`config.mk`:
```
export PLATFORM = sky130hd
export DESIGN_NAME = processor
export DESIGN_NICKNAME = d
export VERILOG_FILES = /design/src/processorPkg.sv /design/src/usiBus.sv /design/src/gpioBlock.sv /design/src/videoCsr.sv /design/src/videoTiming.sv /design/src/processor.sv
export SDC_FILE = /design/constraint.sdc
export NUM_CORES = 1
export LEC_CHECK = 0
export ABC_AREA = 0
export BUFFER_PORTS_ARGS = -buffer_cell sky130_fd_sc_hd__buf_2
export CORE_MARGIN = 3
export CORE_UTILIZATION = 51
export CTS_CLUSTER_DIAMETER = 120
export DETAILED_ROUTE_END_ITERATION = 10
export GPL_TIMING_DRIVEN = 0
export PLACE_DENSITY = 0.69
export SLEW_MARGIN = 20
export SYNTH_ARGS = -nofsm -noshare
export SYNTH_HDL_FRONTEND = slang
export SYNTH_HIERARCHICAL = 1
export SYNTH_SLANG_ARGS = --single-unit
```
`constraint.sdc`:
```
create_clock -name sysClk -period 10 [get_ports sysClk]
set_input_delay 1.5 -clock sysClk [delete_from_list [all_inputs] [get_ports sysClk]]
set_output_delay 1.5 -clock sysClk [all_outputs]
set_load 0.05 [all_outputs]
```
`src/processorPkg.sv`:
```
//----------------------------------------------------------------------
// Processor package
// Bus widths, block address map, CSR offsets and display defaults
//----------------------------------------------------------------------
package processorPkg;

	// Bus widths
	localparam int usiBusWidth    = 32;
	localparam int busAdrsBit     = 32;
	localparam int blockAdrsMap   = 4;
	localparam int csrAdrsWidth   = 16;
	localparam int usiReadLatency = 3;

	// Block field position in the bus address
	localparam int blockAdrsMsb = 31;
	localparam int blockAdrsLsb = 28;

	// Block map, slave index 0 is GPIO and index 1 is video
	localparam logic [blockAdrsMap-1:0] gpioAdrsMap = 4'h1;
	localparam logic [blockAdrsMap-1:0] vtbAdrsMap  = 4'h4;
	localparam int slaveCount = 2;
	localparam logic [slaveCount-1:0][blockAdrsMap-1:0] slaveAdrsMap = {vtbAdrsMap, gpioAdrsMap};

	// GPIO registers
	localparam logic [csrAdrsWidth-1:0] gpioLedCsr = 16'h0000;
	localparam logic [csrAdrsWidth-1:0] gpioRgbCsr = 16'h0001;

	// Video registers
	localparam logic [csrAdrsWidth-1:0] vtbCtrlCsr     = 16'h0000;
	localparam logic [csrAdrsWidth-1:0] vtbHdisplayCsr = 16'h0001;
	localparam logic [csrAdrsWidth-1:0] vtbHfrontCsr   = 16'h0002;
	localparam logic [csrAdrsWidth-1:0] vtbHbackCsr    = 16'h0003;
	localparam logic [csrAdrsWidth-1:0] vtbHpulseCsr   = 16'h0004;
	localparam logic [csrAdrsWidth-1:0] vtbVdisplayCsr = 16'h0005;
	localparam logic [csrAdrsWidth-1:0] vtbVfrontCsr   = 16'h0006;
	localparam logic [csrAdrsWidth-1:0] vtbVbackCsr    = 16'h0007;
	localparam logic [csrAdrsWidth-1:0] vtbVpulseCsr   = 16'h0008;
	localparam logic [csrAdrsWidth-1:0] vtbColorCsr    = 16'h0009;

	// Control register bits
	localparam int vtbEnableBit    = 0;
	localparam int vtbBackLightBit = 1;

	// Timing field widths
	localparam int hDisplayWidth = 11;
	localparam int hFrontWidth   = 7;
	localparam int hBackWidth    = 7;
	localparam int hPulseWidth   = 7;
	localparam int vDisplayWidth = 11;
	localparam int vFrontWidth   = 5;
	localparam int vBackWidth    = 5;
	localparam int vPulseWidth   = 5;

	// Line and frame counters, wide enough for the largest totals
	localparam int timingCntWidth = 12;

	// Default panel timing, 480x272
	localparam int defHdisplay = 480;
	localparam int defHfront   = 8;
	localparam int defHback    = 43;
	localparam int defHpulse   = 30;
	localparam int defVdisplay = 272;
	localparam int defVfront   = 12;
	localparam int defVback    = 4;
	localparam int defVpulse   = 10;

	localparam int colorDepth = 4;

endpackage

```
`src/usiBus.sv`:
```
//----------------------------------------------------------------------
// USI register bus
// Registers master requests, decodes the block field into per-slave
// strobes and gathers the slave read data back to the master
//----------------------------------------------------------------------
`timescale 1ns/10ps

module usiBus (
	input  logic                                                     sysClk,
	input  logic                                                     rstN,
	input  logic [processorPkg::usiBusWidth-1:0]                     usiWd,
	input  logic [processorPkg::busAdrsBit-1:0]                      usiAdrs,
	input  logic                                                     usiWEd,
	input  logic                                                     usiREd,
	output logic [processorPkg::usiBusWidth-1:0]                     usiRd,
	output logic                                                     usiRdVd,
	output logic [processorPkg::usiBusWidth-1:0]                     slvWd,
	output logic [processorPkg::csrAdrsWidth-1:0]                    slvAdrs,
	output logic [processorPkg::slaveCount-1:0]                      slvWEd,
	output logic [processorPkg::slaveCount-1:0]                      slvREd,
	input  logic [processorPkg::slaveCount*processorPkg::usiBusWidth-1:0] slvRd,
	input  logic [processorPkg::slaveCount-1:0]                      slvRdVd
);
	import processorPkg::*;

	logic [slaveCount-1:0] blockHit;
	logic [usiReadLatency-1:0] rdDelay;
	logic [usiBusWidth-1:0] rdGather;
	logic [usiBusWidth-1:0] rdWord;

	// Block field compare, one bit per slave
	always_comb
	begin
		for (int i = 0; i < slaveCount; i++)
		begin
			blockHit[i] = usiAdrs[blockAdrsMsb:blockAdrsLsb] == slaveAdrsMap[i];
		end
	end

	//------------------------------------------------------------------
	// Request stage
	//------------------------------------------------------------------
	always_ff @(posedge sysClk or negedge rstN)
	begin
		if (!rstN)
		begin
			slvWEd <= '0;
			slvREd <= '0;
		end
		else
		begin
			slvWEd <= {slaveCount{usiWEd}} & blockHit;
			slvREd <= {slaveCount{usiREd}} & blockHit;
		end
	end

	always_ff @(posedge sysClk)
	begin
		slvWd   <= usiWd;
		slvAdrs <= usiAdrs[csrAdrsWidth-1:0];
	end

	// OR of the valid slices is zero when nobody answers
	always_comb
	begin
		rdGather = '0;
		for (int i = 0; i < slaveCount; i++)
		begin
			if (slvRdVd[i])
				rdGather = rdGather | slvRd[i*usiBusWidth +: usiBusWidth];
		end
	end

	//------------------------------------------------------------------
	// Read return
	//------------------------------------------------------------------
	// Own copy of the read strobe so unmapped reads still complete
	always_ff @(posedge sysClk or negedge rstN)
	begin
		if (!rstN)
		begin
			rdDelay <= '0;
			usiRdVd <= 1'b0;
		end
		else
		begin
			rdDelay <= {rdDelay[usiReadLatency-2:0], usiREd};
			usiRdVd <= rdDelay[usiReadLatency-1];
		end
	end

	always_ff @(posedge sysClk)
	begin
		rdWord <= rdGather;
		usiRd  <= rdWord;
	end

endmodule

```
`src/gpioBlock.sv`:
```
//----------------------------------------------------------------------
// GPIO block
// Two LED bits and an RGB LED, with register readback
//----------------------------------------------------------------------
`timescale 1ns/10ps

module gpioBlock (
	input  logic                                  sysClk,
	input  logic                                  rstN,
	input  logic [processorPkg::usiBusWidth-1:0]  slvWd,
	input  logic [processorPkg::csrAdrsWidth-1:0] slvAdrs,
	input  logic                                  slvWEd,
	input  logic                                  slvREd,
	output logic [processorPkg::usiBusWidth-1:0]  slvRd,
	output logic                                  slvRdVd,
	output logic [1:0]                            led,
	output logic                                  ledR,
	output logic                                  ledG,
	output logic                                  ledB
);
	import processorPkg::*;

	logic [1:0] ledReg;
	logic [2:0] rgbReg;

	always_ff @(posedge sysClk or negedge rstN)
	begin
		if (!rstN)
		begin
			ledReg  <= '0;
			rgbReg  <= '0;
			slvRdVd <= 1'b0;
		end
		else
		begin
			slvRdVd <= slvREd;
			if (slvWEd)
			begin
				case (slvAdrs)
					gpioLedCsr: ledReg <= slvWd[1:0];
					gpioRgbCsr: rgbReg <= slvWd[2:0];
					default: ;
				endcase
			end
		end
	end

	// Readback, zero-extended
	always_ff @(posedge sysClk)
	begin
		if (slvREd)
		begin
			case (slvAdrs)
				gpioLedCsr: slvRd <= usiBusWidth'(ledReg);
				gpioRgbCsr: slvRd <= usiBusWidth'(rgbReg);
				default:    slvRd <= '0;
			endcase
		end
	end

	assign led  = ledReg;
	assign ledR = rgbReg[0];
	assign ledG = rgbReg[1];
	assign ledB = rgbReg[2];

endmodule

```
`src/videoCsr.sv`:
```
//----------------------------------------------------------------------
// Video CSR block
// Control, panel timing and colour registers with readback
//----------------------------------------------------------------------
`timescale 1ns/10ps

module videoCsr (
	input  logic                                    sysClk,
	input  logic                                    rstN,
	input  logic [processorPkg::usiBusWidth-1:0]    slvWd,
	input  logic [processorPkg::csrAdrsWidth-1:0]   slvAdrs,
	input  logic                                    slvWEd,
	input  logic                                    slvREd,
	output logic [processorPkg::usiBusWidth-1:0]    slvRd,
	output logic                                    slvRdVd,
	output logic                                    enable,
	output logic [processorPkg::hDisplayWidth-1:0]  hDisplay,
	output logic [processorPkg::hFrontWidth-1:0]    hFront,
	output logic [processorPkg::hBackWidth-1:0]     hBack,
	output logic [processorPkg::hPulseWidth-1:0]    hPulse,
	output logic [processorPkg::vDisplayWidth-1:0]  vDisplay,
	output logic [processorPkg::vFrontWidth-1:0]    vFront,
	output logic [processorPkg::vBackWidth-1:0]     vBack,
	output logic [processorPkg::vPulseWidth-1:0]    vPulse,
	output logic [3*processorPkg::colorDepth-1:0]   color,
	output logic                                    tftBackLight
);
	import processorPkg::*;

	logic [usiBusWidth-1:0] rdMux;

	//------------------------------------------------------------------
	// Register write
	//------------------------------------------------------------------
	always_ff @(posedge sysClk or negedge rstN)
	begin
		if (!rstN)
		begin
			enable       <= 1'b0;
			tftBackLight <= 1'b0;
			hDisplay     <= hDisplayWidth'(defHdisplay);
			hFront       <= hFrontWidth'(defHfront);
			hBack        <= hBackWidth'(defHback);
			hPulse       <= hPulseWidth'(defHpulse);
			vDisplay     <= vDisplayWidth'(defVdisplay);
			vFront       <= vFrontWidth'(defVfront);
			vBack        <= vBackWidth'(defVback);
			vPulse       <= vPulseWidth'(defVpulse);
			color        <= '0;
		end
		else if (slvWEd)
		begin
			case (slvAdrs)
				vtbCtrlCsr:
				begin
					enable       <= slvWd[vtbEnableBit];
					tftBackLight <= slvWd[vtbBackLightBit];
				end
				vtbHdisplayCsr: hDisplay <= slvWd[hDisplayWidth-1:0];
				vtbHfrontCsr:   hFront   <= slvWd[hFrontWidth-1:0];
				vtbHbackCsr:    hBack    <= slvWd[hBackWidth-1:0];
				vtbHpulseCsr:   hPulse   <= slvWd[hPulseWidth-1:0];
				vtbVdisplayCsr: vDisplay <= slvWd[vDisplayWidth-1:0];
				vtbVfrontCsr:   vFront   <= slvWd[vFrontWidth-1:0];
				vtbVbackCsr:    vBack    <= slvWd[vBackWidth-1:0];
				vtbVpulseCsr:   vPulse   <= slvWd[vPulseWidth-1:0];
				vtbColorCsr:    color    <= slvWd[3*colorDepth-1:0];
				default: ;
			endcase
		end
	end

	//------------------------------------------------------------------
	// Readback
	//------------------------------------------------------------------
	always_comb
	begin
		rdMux = '0;
		case (slvAdrs)
			vtbCtrlCsr:
			begin
				rdMux[vtbEnableBit]    = enable;
				rdMux[vtbBackLightBit] = tftBackLight;
			end
			vtbHdisplayCsr: rdMux = usiBusWidth'(hDisplay);
			vtbHfrontCsr:   rdMux = usiBusWidth'(hFront);
			vtbHbackCsr:    rdMux = usiBusWidth'(hBack);
			vtbHpulseCsr:   rdMux = usiBusWidth'(hPulse);
			vtbVdisplayCsr: rdMux = usiBusWidth'(vDisplay);
			vtbVfrontCsr:   rdMux = usiBusWidth'(vFront);
			vtbVbackCsr:    rdMux = usiBusWidth'(vBack);
			vtbVpulseCsr:   rdMux = usiBusWidth'(vPulse);
			vtbColorCsr:    rdMux = usiBusWidth'(color);
			default: ;
		endcase
	end

	always_ff @(posedge sysClk or negedge rstN)
	begin
		if (!rstN)
			slvRdVd <= 1'b0;
		else
			slvRdVd <= slvREd;
	end

	always_ff @(posedge sysClk)
	begin
		if (slvREd)
			slvRd <= rdMux;
	end

endmodule

```
`src/videoTiming.sv`:
```
//----------------------------------------------------------------------
// Video timing generator
// Line and frame counters with registered sync, DE and fill colour
//----------------------------------------------------------------------
`timescale 1ns/10ps

module videoTiming (
	input  logic                                    sysClk,
	input  logic                                    rstN,
	input  logic                                    enable,
	input  logic [processorPkg::hDisplayWidth-1:0]  hDisplay,
	input  logic [processorPkg::hFrontWidth-1:0]    hFront,
	input  logic [processorPkg::hBackWidth-1:0]     hBack,
	input  logic [processorPkg::hPulseWidth-1:0]    hPulse,
	input  logic [processorPkg::vDisplayWidth-1:0]  vDisplay,
	input  logic [processorPkg::vFrontWidth-1:0]    vFront,
	input  logic [processorPkg::vBackWidth-1:0]     vBack,
	input  logic [processorPkg::vPulseWidth-1:0]    vPulse,
	input  logic [3*processorPkg::colorDepth-1:0]   color,
	output logic                                    tftHSync,
	output logic                                    tftVSync,
	output logic                                    tftDe,
	output logic [processorPkg::colorDepth-1:0]     tftColorR,
	output logic [processorPkg::colorDepth-1:0]     tftColorG,
	output logic [processorPkg::colorDepth-1:0]     tftColorB
);
	import processorPkg::*;

	logic [timingCntWidth-1:0] hCnt;
	logic [timingCntWidth-1:0] vCnt;
	logic [timingCntWidth-1:0] hSyncStart;
	logic [timingCntWidth-1:0] hSyncEnd;
	logic [timingCntWidth-1:0] hTotal;
	logic [timingCntWidth-1:0] vSyncStart;
	logic [timingCntWidth-1:0] vSyncEnd;
	logic [timingCntWidth-1:0] vTotal;
	logic hLast;
	logic vLast;
	logic hActive;
	logic vActive;
	logic deNext;

	//------------------------------------------------------------------
	// Region boundaries
	//------------------------------------------------------------------
	// Order is display, front porch, pulse, back porch
	assign hSyncStart = timingCntWidth'(hDisplay) + timingCntWidth'(hFront);
	assign hSyncEnd   = hSyncStart + timingCntWidth'(hPulse);
	assign hTotal     = hSyncEnd + timingCntWidth'(hBack);
	assign vSyncStart = timingCntWidth'(vDisplay) + timingCntWidth'(vFront);
	assign vSyncEnd   = vSyncStart + timingCntWidth'(vPulse);
	assign vTotal     = vSyncEnd + timingCntWidth'(vBack);

	assign hLast   = hCnt == hTotal - 1'b1;
	assign vLast   = vCnt == vTotal - 1'b1;
	assign hActive = hCnt < timingCntWidth'(hDisplay);
	assign vActive = vCnt < timingCntWidth'(vDisplay);
	assign deNext  = enable & hActive & vActive;

	//------------------------------------------------------------------
	// Counters
	//------------------------------------------------------------------
	// Held at zero while disabled, so the frame opens on a display cycle
	always_ff @(posedge sysClk or negedge rstN)
	begin
		if (!rstN)
		begin
			hCnt <= '0;
			vCnt <= '0;
		end
		else if (!enable)
		begin
			hCnt <= '0;
			vCnt <= '0;
		end
		else if (hLast)
		begin
			hCnt <= '0;
			vCnt <= vLast ? '0 : vCnt + 1'b1;
		end
		else
			hCnt <= hCnt + 1'b1;
	end

	//------------------------------------------------------------------
	// Panel outputs
	//------------------------------------------------------------------
	always_ff @(posedge sysClk or negedge rstN)
	begin
		if (!rstN)
		begin
			tftHSync  <= 1'b1;
			tftVSync  <= 1'b1;
			tftDe     <= 1'b0;
			tftColorR <= '0;
			tftColorG <= '0;
			tftColorB <= '0;
		end
		else
		begin
			tftHSync  <= ~(enable & (hCnt >= hSyncStart) & (hCnt < hSyncEnd));
			// Low for the whole of each pulse line
			tftVSync  <= ~(enable & (vCnt >= vSyncStart) & (vCnt < vSyncEnd));
			tftDe     <= deNext;
			tftColorR <= deNext ? color[2*colorDepth +: colorDepth] : '0;
			tftColorG <= deNext ? color[colorDepth +: colorDepth] : '0;
			tftColorB <= deNext ? color[0 +: colorDepth] : '0;
		end
	end

endmodule

```
`src/processor.sv`:
```
//----------------------------------------------------------------------
// Processor top level
// Register bus with the GPIO and video transmit blocks on sysClk
//----------------------------------------------------------------------
`timescale 1ns/10ps

module processor (
	input  logic                                 sysClk,
	input  logic                                 rstN,
	input  logic [processorPkg::usiBusWidth-1:0] usiWd,
	input  logic [processorPkg::busAdrsBit-1:0]  usiAdrs,
	input  logic                                 usiWEd,
	input  logic                                 usiREd,
	output logic [processorPkg::usiBusWidth-1:0] usiRd,
	output logic                                 usiRdVd,
	output logic [1:0]                           led,
	output logic                                 ledR,
	output logic                                 ledG,
	output logic                                 ledB,
	output logic [processorPkg::colorDepth-1:0]  tftColorR,
	output logic [processorPkg::colorDepth-1:0]  tftColorG,
	output logic [processorPkg::colorDepth-1:0]  tftColorB,
	output logic                                 tftHSync,
	output logic                                 tftVSync,
	output logic                                 tftDe,
	output logic                                 tftBackLight
);
	import processorPkg::*;

	// Bus to slaves
	logic [usiBusWidth-1:0] slvWd;
	logic [csrAdrsWidth-1:0] slvAdrs;
	logic [slaveCount-1:0] slvWEd;
	logic [slaveCount-1:0] slvREd;
	logic [slaveCount*usiBusWidth-1:0] slvRd;
	logic [slaveCount-1:0] slvRdVd;

	// Video registers to the timing generator
	logic enable;
	logic [hDisplayWidth-1:0] hDisplay;
	logic [hFrontWidth-1:0] hFront;
	logic [hBackWidth-1:0] hBack;
	logic [hPulseWidth-1:0] hPulse;
	logic [vDisplayWidth-1:0] vDisplay;
	logic [vFrontWidth-1:0] vFront;
	logic [vBackWidth-1:0] vBack;
	logic [vPulseWidth-1:0] vPulse;
	logic [3*colorDepth-1:0] color;

	usiBus u_usiBus (
		.sysClk  (sysClk),
		.rstN    (rstN),
		.usiWd   (usiWd),
		.usiAdrs (usiAdrs),
		.usiWEd  (usiWEd),
		.usiREd  (usiREd),
		.usiRd   (usiRd),
		.usiRdVd (usiRdVd),
		.slvWd   (slvWd),
		.slvAdrs (slvAdrs),
		.slvWEd  (slvWEd),
		.slvREd  (slvREd),
		.slvRd   (slvRd),
		.slvRdVd (slvRdVd)
	);

	// Slave 0
	gpioBlock u_gpioBlock (
		.sysClk  (sysClk),
		.rstN    (rstN),
		.slvWd   (slvWd),
		.slvAdrs (slvAdrs),
		.slvWEd  (slvWEd[0]),
		.slvREd  (slvREd[0]),
		.slvRd   (slvRd[0 +: usiBusWidth]),
		.slvRdVd (slvRdVd[0]),
		.led     (led),
		.ledR    (ledR),
		.ledG    (ledG),
		.ledB    (ledB)
	);

	// Slave 1
	videoCsr u_videoCsr (
		.sysClk       (sysClk),
		.rstN         (rstN),
		.slvWd        (slvWd),
		.slvAdrs      (slvAdrs),
		.slvWEd       (slvWEd[1]),
		.slvREd       (slvREd[1]),
		.slvRd        (slvRd[usiBusWidth +: usiBusWidth]),
		.slvRdVd      (slvRdVd[1]),
		.enable       (enable),
		.hDisplay     (hDisplay),
		.hFront       (hFront),
		.hBack        (hBack),
		.hPulse       (hPulse),
		.vDisplay     (vDisplay),
		.vFront       (vFront),
		.vBack        (vBack),
		.vPulse       (vPulse),
		.color        (color),
		.tftBackLight (tftBackLight)
	);

	videoTiming u_videoTiming (
		.sysClk    (sysClk),
		.rstN      (rstN),
		.enable    (enable),
		.hDisplay  (hDisplay),
		.hFront    (hFront),
		.hBack     (hBack),
		.hPulse    (hPulse),
		.vDisplay  (vDisplay),
		.vFront    (vFront),
		.vBack     (vBack),
		.vPulse    (vPulse),
		.color     (color),
		.tftHSync  (tftHSync),
		.tftVSync  (tftVSync),
		.tftDe     (tftDe),
		.tftColorR (tftColorR),
		.tftColorG (tftColorG),
		.tftColorB (tftColorB)
	);

endmodule

```
Word level (Yosys, flattened, before mapping)
Cells that the tools add are included.
{"block": "op_classes", "mux": 13, "bitwise_logic": 11, "n_eq_ne": 14, "order_cmp": 6, "add_sub_neg": 10, "reduce_logical": 13}
{"cell": "one-hot mux 10 bit (9 select lines)", "n": 1}
{"cell": "equality test 16 x 3 -> 1 bit, second input constant", "n": 4}
{"cell": "two-way mux 32 bit", "n": 2}
{"cell": "two-way mux 12 bit", "n": 5}
{"cell": "equality test 16 x 2 -> 1 bit, second input constant", "n": 2}
{"cell": "equality test 16 x 4 -> 1 bit, second input constant", "n": 2}
{"cell": "OR 32 bit", "n": 1}
{"cell": "adder 12 x 1 -> 12 bit, second input constant", "n": 2}
{"cell": "adder 12 x 5 -> 12 bit", "n": 2}
{"cell": "adder 12 x 7 -> 12 bit", "n": 2}
{"cell": "equality test 12 bit", "n": 2}
{"cell": "greater-or-equal comparator 12 bit", "n": 2}
{"cell": "less-than comparator 12 x 11 -> 1 bit", "n": 2}
{"cell": "less-than comparator 12 bit", "n": 2}
{"cell": "AND reduction 2 bit", "n": 12}
{"cell": "subtractor 12 x 1 -> 12 bit, second input constant", "n": 2}
{"cell": "one-hot mux 2 bit (10 select lines)", "n": 1}
{"cell": "equality test 16 x 1 -> 1 bit, second input constant", "n": 1}
{"cell": "logical NOT 16 bit", "n": 1}
{"cell": "adder 11 x 5 -> 12 bit", "n": 1}
{"cell": "adder 11 x 7 -> 12 bit", "n": 1}
{"cell": "two-way mux 4 bit", "n": 3}
{"cell": "AND 1 bit", "n": 6}
{"cell": "one-hot mux 3 bit (2 select lines)", "n": 1}
{"cell": "other kinds (5)", "n": 7}
{"block": "word_totals", "inputBits": 68, "output_inout_bits": 54, "wordCells": 100, "register_bits": 282}

Longest topological paths before layout
Gate-level depths: netlist of run 1.
{"block": "logic_depth", "ltp_word": 8, "ltp_mapped": 26, "depth_no_buf": 25}

Modules after synthesis
Netlist of run 1, hierarchy kept.
{"module": "videoTiming", "seq_area_each_um2": 978.4, "cells_each": 748, "area_each_um2": 6363.6, "n_inst": 1}
{"module": "videoCsr", "seq_area_each_um2": 2212.1, "cells_each": 299, "area_each_um2": 4046.4, "n_inst": 1}
{"module": "usiBus", "seq_area_each_um2": 2442.3, "cells_each": 166, "area_each_um2": 2797.7, "n_inst": 1}
{"module": "gpioBlock", "seq_area_each_um2": 240.2, "cells_each": 57, "area_each_um2": 631.9, "n_inst": 1}

Least setup slack after synthesis of run 1
No wires, ideal clock.
{"block": "synth_timing", "kind": "register to register", "from": "reg u_videoCsr/vDisplay[0] (netlist bit)", "to": "reg u_videoTiming.vCnt[5]", "slack_ns": 4.477, "setup_time_ns": 0.122, "required_time_ns": 9.878, "arrival_time_ns": 5.402, "path_stages_with_launch": 24, "period_less_slack_ns": 5.523, "n_path_buf": 1, "path_cell_list": "dfrtp_1 > ha_1 > inv_1 > fa_1 > inv_1 > ha_1 > a21o_1 > a21oi_1 > xor2_1 > ha_1 > inv_1 > ha_1 > a21o_1 > a211oi_1 > nor2_1 > o41ai_1 > or4b_2 > nand3_1 > o21ai_1 > xnor2_1 > a2111oi_4 > buf_4 > o21ai_1 > a32o_1"}
{"block": "synth_between", "elab_chain_len": 8}
{"element": "from (decl)", "line_no": "videoCsr.sv:21", "source": "output logic [processorPkg::vDisplayWidth-1:0] vDisplay,"}
{"element": "from (signal assigned)", "line_no": "videoCsr.sv:45", "source": "vDisplay <= vDisplayWidth'(defVdisplay);"}
{"element": "from (signal assigned)", "line_no": "videoCsr.sv:63", "source": "vtbVdisplayCsr: vDisplay <= slvWd[vDisplayWidth-1:0];"}
{"element": "adder 11 x 5 -> 12 bit", "line_no": "videoTiming.sv:50", "source": "assign vSyncStart = timingCntWidth'(vDisplay) + timingCntWidth'(vFront);"}
{"element": "adder 12 x 5 -> 12 bit", "line_no": "videoTiming.sv:51", "source": "assign vSyncEnd = vSyncStart + timingCntWidth'(vPulse);"}
{"element": "adder 12 x 5 -> 12 bit", "line_no": "videoTiming.sv:52", "source": "assign vTotal = vSyncEnd + timingCntWidth'(vBack);"}
{"element": "subtractor 12 x 1 -> 12 bit", "line_no": "videoTiming.sv:55", "source": "assign vLast = vCnt == vTotal - 1'b1;"}
{"element": "equality test 12 bit", "line_no": "videoTiming.sv:55"}
{"element": "two-way mux 12 bit", "line_no": "videoTiming.sv:79", "source": "vCnt <= vLast ? '0 : vCnt + 1'b1;"}
{"element": "two-way mux 12 bit", "line_no": "videoTiming.sv:76", "source": "else if (hLast)"}
{"element": "two-way mux 12 bit", "line_no": "videoTiming.sv:71", "source": "else if (!enable)"}
{"element": "to (signal assigned)", "line_no": "videoTiming.sv:79"}
{"element": "to (decl)", "line_no": "videoTiming.sv:30", "source": "logic [timingCntWidth-1:0] vCnt;"}
No other way between the ends. The select of a mux whose other input is x is not followed.
A chain may end at the register's enable or synchronous reset.

Worst setup path after layout of run 1
{"block": "layout_timing", "from": "reg u_videoCsr/vDisplay[0] (netlist bit)", "to": "reg u_videoTiming.vCnt[7]"}
The elaborated chain is that of the path after synthesis.

==> metrics.txt, run 1 <==
status=complete, no violations; critical-path maximum fanout=10; Total Routed Length=30.9 mm; NumNets Final=around 1600; Max Slew Vio Count=0; Iteration-0 DRC Markers=540; RePlAce Congestion=about 0.87; largest net degree at the start of global routing=a little under 80; I/O Pins=~120; overall power=roughly 2.0 mW; Syn Inst Count=1250; element type at the critical path end=flop; via count=9753; Final Util=between 60% and 70%; startpoint types=flop; Clock Pin Slew Worst Setup and Hold Paths=about 0.060 ns; met2 Usage GRT=between 30% and 40%; H-tree depth=1; TNS Setup=0 ns; post-CTS setup buffer count=0; grt total ovfl=0; CTS tree=yes; area of the mapped netlist=between 0.01 and 0.015 mm^2; hold path depth=0; final setup margin=between 3 and 4 ns; Port Buf Inserts=approximately 90; final hold slack=approximately 0.32 ns; gr usage total=roughly 22%; Die Width=about 170 um; Fin. Hold Viols=0; core area=roughly 0.026 mm^2; RSZ-0062 raised after global routing=no; clock latency on the worst-skew pair=roughly 0.54 ns; met1 GRT Util=between 20% and 30%; post-cts resize count=0; Power Density=131 mW/mm^2; first-pass GRT wire length=a little over 50 mm; footprint of the multi-input gates=roughly 0.0073 mm^2; fraction of layout cells with a size suffix above 1=a little under a quarter; CP required=10.43 ns; post-DR wirelength/cell=~18 um; die height=roughly 170 um; peak supply drop=0.173 mV; vias in the first global route=approximately 10000; sequential cell area=approximately 0.0055 mm^2; Die ar.=roughly 0.028 mm^2; growth of design area from synthesis to finish=15.0%; pre-CTS setup slack=between 3 and 4 ns; minimum clock period=6.39 ns; met3 GRT Util=2.77%; achievable frequency=around 160 MHz; DR DRC count=0; Starting Density=between 50% and 60%; row count=58; clock tree buffer depth=3; n_diodes=0; CTS Root Cell=clkbuf_16; max_cap viols=0; hold buffers post-CTS=0; Sink Count=approximately 230; antenna violations before repair=0; DRT Pass-1 Iters=5; Leak Pwr=approximately 7.1 nW; setup violators final=0; Routed Antenna Nets=0; total CTS buffers=26; critical path data arrival time=approximately 6.8 ns; Yosys warnings=6; Final Skew=around 0.01 ns; relative slew slack=34.8%; worst hold path type=reg -> reg; most used routing layer=met2; Setup Crit Path Kind=reg -> reg; Worst-Margin Slew=approximately 0.97 ns; number of cells on the worst reg-to-reg path=23; DP HPWL=between 20 and 25 mm; Layout fillers=between 2000 and 2500; Via density=between 5 and 6; period utilisation layout=~64%; Avg Inst Size Synth=roughly 11 um^2
## report_power, final
group          switching, mW  internal, mW
Clock                  0.391         0.605
Sequential           0.00999         0.958
Combinational         0.0390        0.0271
## path summary, 6_finish.rpt
check	start	slack, ns	endpoint
hold / removal	u_usiBus/rdWord[20]$_DFF_P_	0.32	u_usiBus/usiRd[20]$_DFF_P_
max in group asynchronous	rstN	8.37	u_videoTiming/tftHSync$_DFF_PN1_
setup / recovery	u_videoCsr/vDisplay[0]$_DFFE_PN0P_	3.61	u_videoTiming/vCnt[7]$_DFFE_PN0P_
setup reg to reg	u_videoCsr/vDisplay[0]$_DFFE_PN0P_	3.61	u_videoTiming/vCnt[7]$_DFFE_PN0P_
min in group asynchronous	rstN	0.87	u_videoCsr/vPulse[2]$_DFFE_PN0P_
hold reg to reg	u_usiBus/rdWord[20]$_DFF_P_	0.32	u_usiBus/usiRd[20]$_DFF_P_
## layout make-up
class / count / area share (%)
Inverter: 93 / 2.26
Clock buffer: 38 / 5.10
Tap cell: 330 / 2.67
Buffer: 84 / 3.39
Multi-Input combinational cell: 887 / 47.1
Sequential cell: 233 / 35.4
Timing Repair Buffer: 90 / 3.13
Clock inverter: 10 / 0.907
## layer usage
metal	wire length [um]	part of all wire [%]	up-vias
li1	-	-	4781
met2	14600	47	223
met3	1410	4.6	56
met1	13800	45	4693
met5	0	0	-
met4	1050	3.4	0
## per-stage QoR
| stage | instances | cell area (um^2) |
|---|---|---|
| after CTS | 1765 | 15500 |
| final | 1765 | 15500 |
| after global routing | 1765 | 15500 |
| after detailed placement | 1717 | 14500 |
| after global placement | 1716 | 14500 |
| after floorplan | 1297 | 13600 |
## cells in the final DEF, fill, tap and decap left out, drive strengths merged, types with 12 or more instances in the layout
cell,instances
buf,155
ha,112
dfrtp,104
inv,95
dfxtp,92
mux2,79
clkbuf,57
nor2,51
conb,49
a21o,49
xnor2,49
a22o,42
nand2,41
a21oi,40
o21ai,33
xor2,30
nand3,26
dfstp,22
nand2b,21
nor3b,19
nor3,18
and3,17
a22oi,17
nor4,16
edfxtp,15
nor2b,15
a211oi,12
## critical path, stage by stage, from the launching register on
cell	delay (ns)
dfrtp_1	0.42
ha_1	0.20
inv_1	0.05
fa_1	0.57
inv_1	0.06
ha_1	0.29
a211oi_1	0.24
o21ai_0	0.18
a21oi_1	0.29
xnor2_1	0.19
inv_1	0.09
ha_1	0.34
or2_2	0.32
nand2_1	0.07
nor2_1	0.05
o41ai_1	0.67
or4b_2	0.63
nand3_1	0.10
o21ai_1	0.07
xnor2_1	0.17
a2111oi_4	0.58
buf_4	0.28
o21ai_1	0.10
a32o_1	0.29
## state kept, by name, indices dropped and copies added, names as in the netlist, 5 cells and up
signal	flops
u_usiBus/usiRd	32
u_videoCsr/hFront	7
u_videoCsr/vPulse	5
u_videoCsr/vFront	5
u_videoCsr/color	12
u_videoCsr/slvRd	12
u_usiBus/rdWord	32
u_videoCsr/hPulse	7
u_videoCsr/vDisplay	11
u_usiBus/slvWd	12
u_videoCsr/vBack	5
u_videoCsr/hBack	7
u_usiBus/slvAdrs	16
u_videoTiming/hCnt	12
u_videoTiming/vCnt	12
u_videoCsr/hDisplay	11
No activity file was read; power rests on OpenSTA's default activity.
==> run 2: changes to the inputs <==
--- a/config.mk
+++ b/config.mk
@@ -5,7 +5,7 @@
 export SDC_FILE = /design/constraint.sdc
 export NUM_CORES = 1
 export LEC_CHECK = 0
-export ABC_AREA = 0
+export ABC_AREA = 1
 export BUFFER_PORTS_ARGS = -buffer_cell sky130_fd_sc_hd__buf_2
 export CORE_MARGIN = 3
 export CORE_UTILIZATION = 51
==> constraint.sdc (replaced) <==
create_clock -name sysClk -period 6.6 [get_ports sysClk]
set_input_delay 0.99 -clock sysClk [delete_from_list [all_inputs] [get_ports sysClk]]
set_output_delay 0.99 -clock sysClk [all_outputs]
set_load 0.05 [all_outputs]
==> run 2 against run 1 <==
Total power up 53%. Critical endpoint is now u_videoTiming/vCnt[3]$_DFFE_PN0P_. Critical path type unchanged. Maximum frequency up 25%. Clock skew grew 0.0043 ns.
==> metrics.txt, run 2 <==
number of cells on the worst reg-to-reg path=28 (was 23); final setup margin=1.48 ns (was 3.61 ns); HP Start=u_usiBus/rdWord[23]$_DFF_P_ (was u_usiBus/rdWord[20]$_DFF_P_); Max Slew Vio Count=0 (unchanged); Min-Delay Endpoint=u_usiBus/usiRd[23]$_DFF_P_ (was u_usiBus/usiRd[20]$_DFF_P_); Leak Pwr=8.29 nW (was 7.10 nW); status=complete, no violations (unchanged); minimum clock period=5.12 ns (was 6.39 ns); Worst-Margin Slew=0.728 ns (was 0.969 ns); TNS Setup=0 ns (unchanged); Clock Pin Slew Worst Setup and Hold Paths=0.06 ns (about the same); gr usage total=23.3% (was 21.7%); Final Util=60.3% (was 60.5%); post-DR wirelength/cell=14.3 um (was 17.5 um); max_cap viols=0 (unchanged); final hold slack=0.325 ns (about the same); total CTS buffers=27 (was 26); post-CTS setup buffer count=0 (unchanged); Power Density=195 mW/mm^2 (was 131 mW/mm^2); DP HPWL=25.4 mm (was 23.6 mm); clock latency on the worst-skew pair=0.55 ns (was 0.54 ns); DRT Pass-1 Iters=5 (unchanged); Via density=5.04 (was 5.53); worst hold path type=reg -> reg (unchanged); RePlAce Congestion=0.943 (was 0.873); critical path data arrival time=5.55 ns (was 6.82 ns); RSZ-0062 raised after global routing=no (unchanged); hold path depth=0 (unchanged); Final Skew=0.0141 ns (was 0.00982 ns); slowest cell delay on critical path=0.42 ns (was 0.67 ns); CTS tree=yes (unchanged); Yosys warnings=6 (unchanged); Die ar.=0.0294 mm^2 (was 0.0283 mm^2); Starting Density=52.7% (was 52.6%); CP required=7.03 ns (was 10.43 ns); element type at the critical path end=flop (unchanged); startpoint types=flop (unchanged); achievable frequency=195 MHz (was 156 MHz); fraction of layout cells with a size suffix above 1=15.7% (was 23.2%); setup violators final=0 (unchanged); Fin. Hold Viols=0 (unchanged); Sink Count=233 (unchanged); clock tree buffer depth=3 (unchanged); growth of design area from synthesis to finish=14.4% (was 15.0%); n_diodes=0 (unchanged); hold buffers post-CTS=0 (unchanged); Iteration-0 DRC Markers=880 (was 540); first-pass GRT wire length=55.6 mm (was 50.4 mm); Reg2Reg Capture Point=u_videoTiming/vCnt[3]$_DFFE_PN0P_ (was u_videoTiming/vCnt[7]$_DFFE_PN0P_); top flop regs=u_usiBus/rdWord: 32 flops, u_usiBus/usiRd: 32 flops, u_usiBus/slvAdrs: 16 flops (unchanged); peak supply drop=0.222 mV (was 0.173 mV); Die Width=171 um (was 168 um); Port Buf Inserts=89 (unchanged); CP max-delay cell=dfrtp_1 (was o41ai_1); Avg Inst Size Synth=7.71 um^2 (was 10.8 um^2); final cell count without fillers=2331 (was 1765); die height=171 um (was 168 um); critical-path maximum fanout=10 (unchanged); core area=0.0265 mm^2 (was 0.0255 mm^2); H-tree depth=1 (unchanged); Setup Crit Path Kind=reg -> reg (unchanged); post-cts resize count=0 (unchanged); commonest non-fill, non-tap cell in the layout=nand2_1 (was ha_1); largest net degree at the start of global routing=69 (was 77); via count=11745 (was 9753); row count=59 (was 58); vias in the first global route=11110 (was 9756); CTS Root Cell=clkbuf_16 (unchanged); relative slew slack=50.9% (was 34.8%); NumNets Final=2161 (was 1601); area of the mapped netlist=0.0140 mm^2 (was 0.0134 mm^2); pre-CTS setup slack=1.56 ns (was 3.66 ns); Syn Inst Count=1809 (was 1250); R2R setup slack=1.48 ns (was 3.61 ns); most frequent cells in the layout=nand2_1 (539), inv_1 (219), nand3_1 (137) (was ha_1 (112), dfrtp_1 (104), buf_2 (99)); Worst R2R Start=u_videoCsr/vDisplay[0]$_DFFE_PN0P_ (unchanged); Routed Antenna Nets=0 (unchanged); antenna violations before repair=0 (unchanged); placed cell count=2281 (was 1717); I/O Pins=122 (unchanged); DR DRC count=0 (unchanged); period utilisation layout=77.6% (was 63.9%); Total Routed Length=33.3 mm (was 30.9 mm); grt total ovfl=0 (unchanged)
run 2: worst max path at each step:
stage / from / slack, ns / end / cells past startpoint
final: u_videoCsr/vDisplay[0]$_DFFE_PN0P_ / 1.48 / u_videoTiming/vCnt[3]$_DFFE_PN0P_ / 28
after global routing: u_videoCsr/hDisplay[0]$_DFFE_PN0P_ / 1.08 / u_videoTiming/vCnt[7]$_DFFE_PN0P_ / 33
after CTS: u_videoCsr/vDisplay[0]$_DFFE_PN0P_ / 1.50 / u_videoTiming/vCnt[3]$_DFFE_PN0P_ / 28
after detailed placement: u_videoCsr/vDisplay[0]$_DFFE_PN0P_ / 1.56 / u_videoTiming/vCnt[3]$_DFFE_PN0P_ / 28
after global placement: u_videoCsr/vDisplay[0]$_DFFE_PN0P_ / 1.60 / u_videoTiming/vCnt[9]$_DFFE_PN0P_ / 28
after floorplan: u_videoCsr/vDisplay[0]$_DFFE_PN0P_ / 2.25 / u_videoTiming/vCnt[1]$_DFFE_PN0P_ / 28
run 2: per-layer routing:
layer / up-vias / wire (um) / track usage, %
met5: - / 0 / 0
met4: 0 / 814 / 6.09
met3: 55 / 1580 / 2.53
met2: 310 / 15500 / 39.2
met1: 5326 / 15300 / 32.3
li1: 6054 / - / -
run 2: per-stage QoR:
| stage | total power, mW | area (um^2) |
|---|---|---|
| after floorplan | 1.55 | 14100 |
| after global placement | 1.59 | 15000 |
| after detailed placement | 1.59 | 15000 |
| after CTS | 3.15 | 16000 |
| after global routing | 3.21 | 16000 |
| final | 3.11 | 16000 |
run 2: cell type report:
cell class | instances | area (um^2)
clock buffers | 32 | 757
multi-input cells | 1312 | 7170
inverters | 224 | 843
plain buffers | 87 | 642
fillers | 2392 | 10500
flip-flops and latches | 233 | 5470
repair buffers | 90 | 483
well taps | 335 | 419
clock inverters | 18 | 179
run 2: power breakdown:
part	internal [mW]	switching [mW]	total, mW
registers	1.45	0.0121	1.46
clock network	0.912	0.631	1.54
logic	0.0377	0.0640	0.102
run 2: worst max-delay path, delay by kind of cell (launching register included):
| family | cells | cell delay [ns] |
|---|---|---|
| XOR/XNOR | 4 | 0.80 |
| buffers and inverters | 5 | 0.47 |
| adder cells (fa/ha/maj) | 4 | 1.38 |
| AO/OA/AOI/OAI | 2 | 0.32 |
| AND/OR/NAND/NOR | 13 | 1.62 |
| flip-flops | 1 | 0.42 |
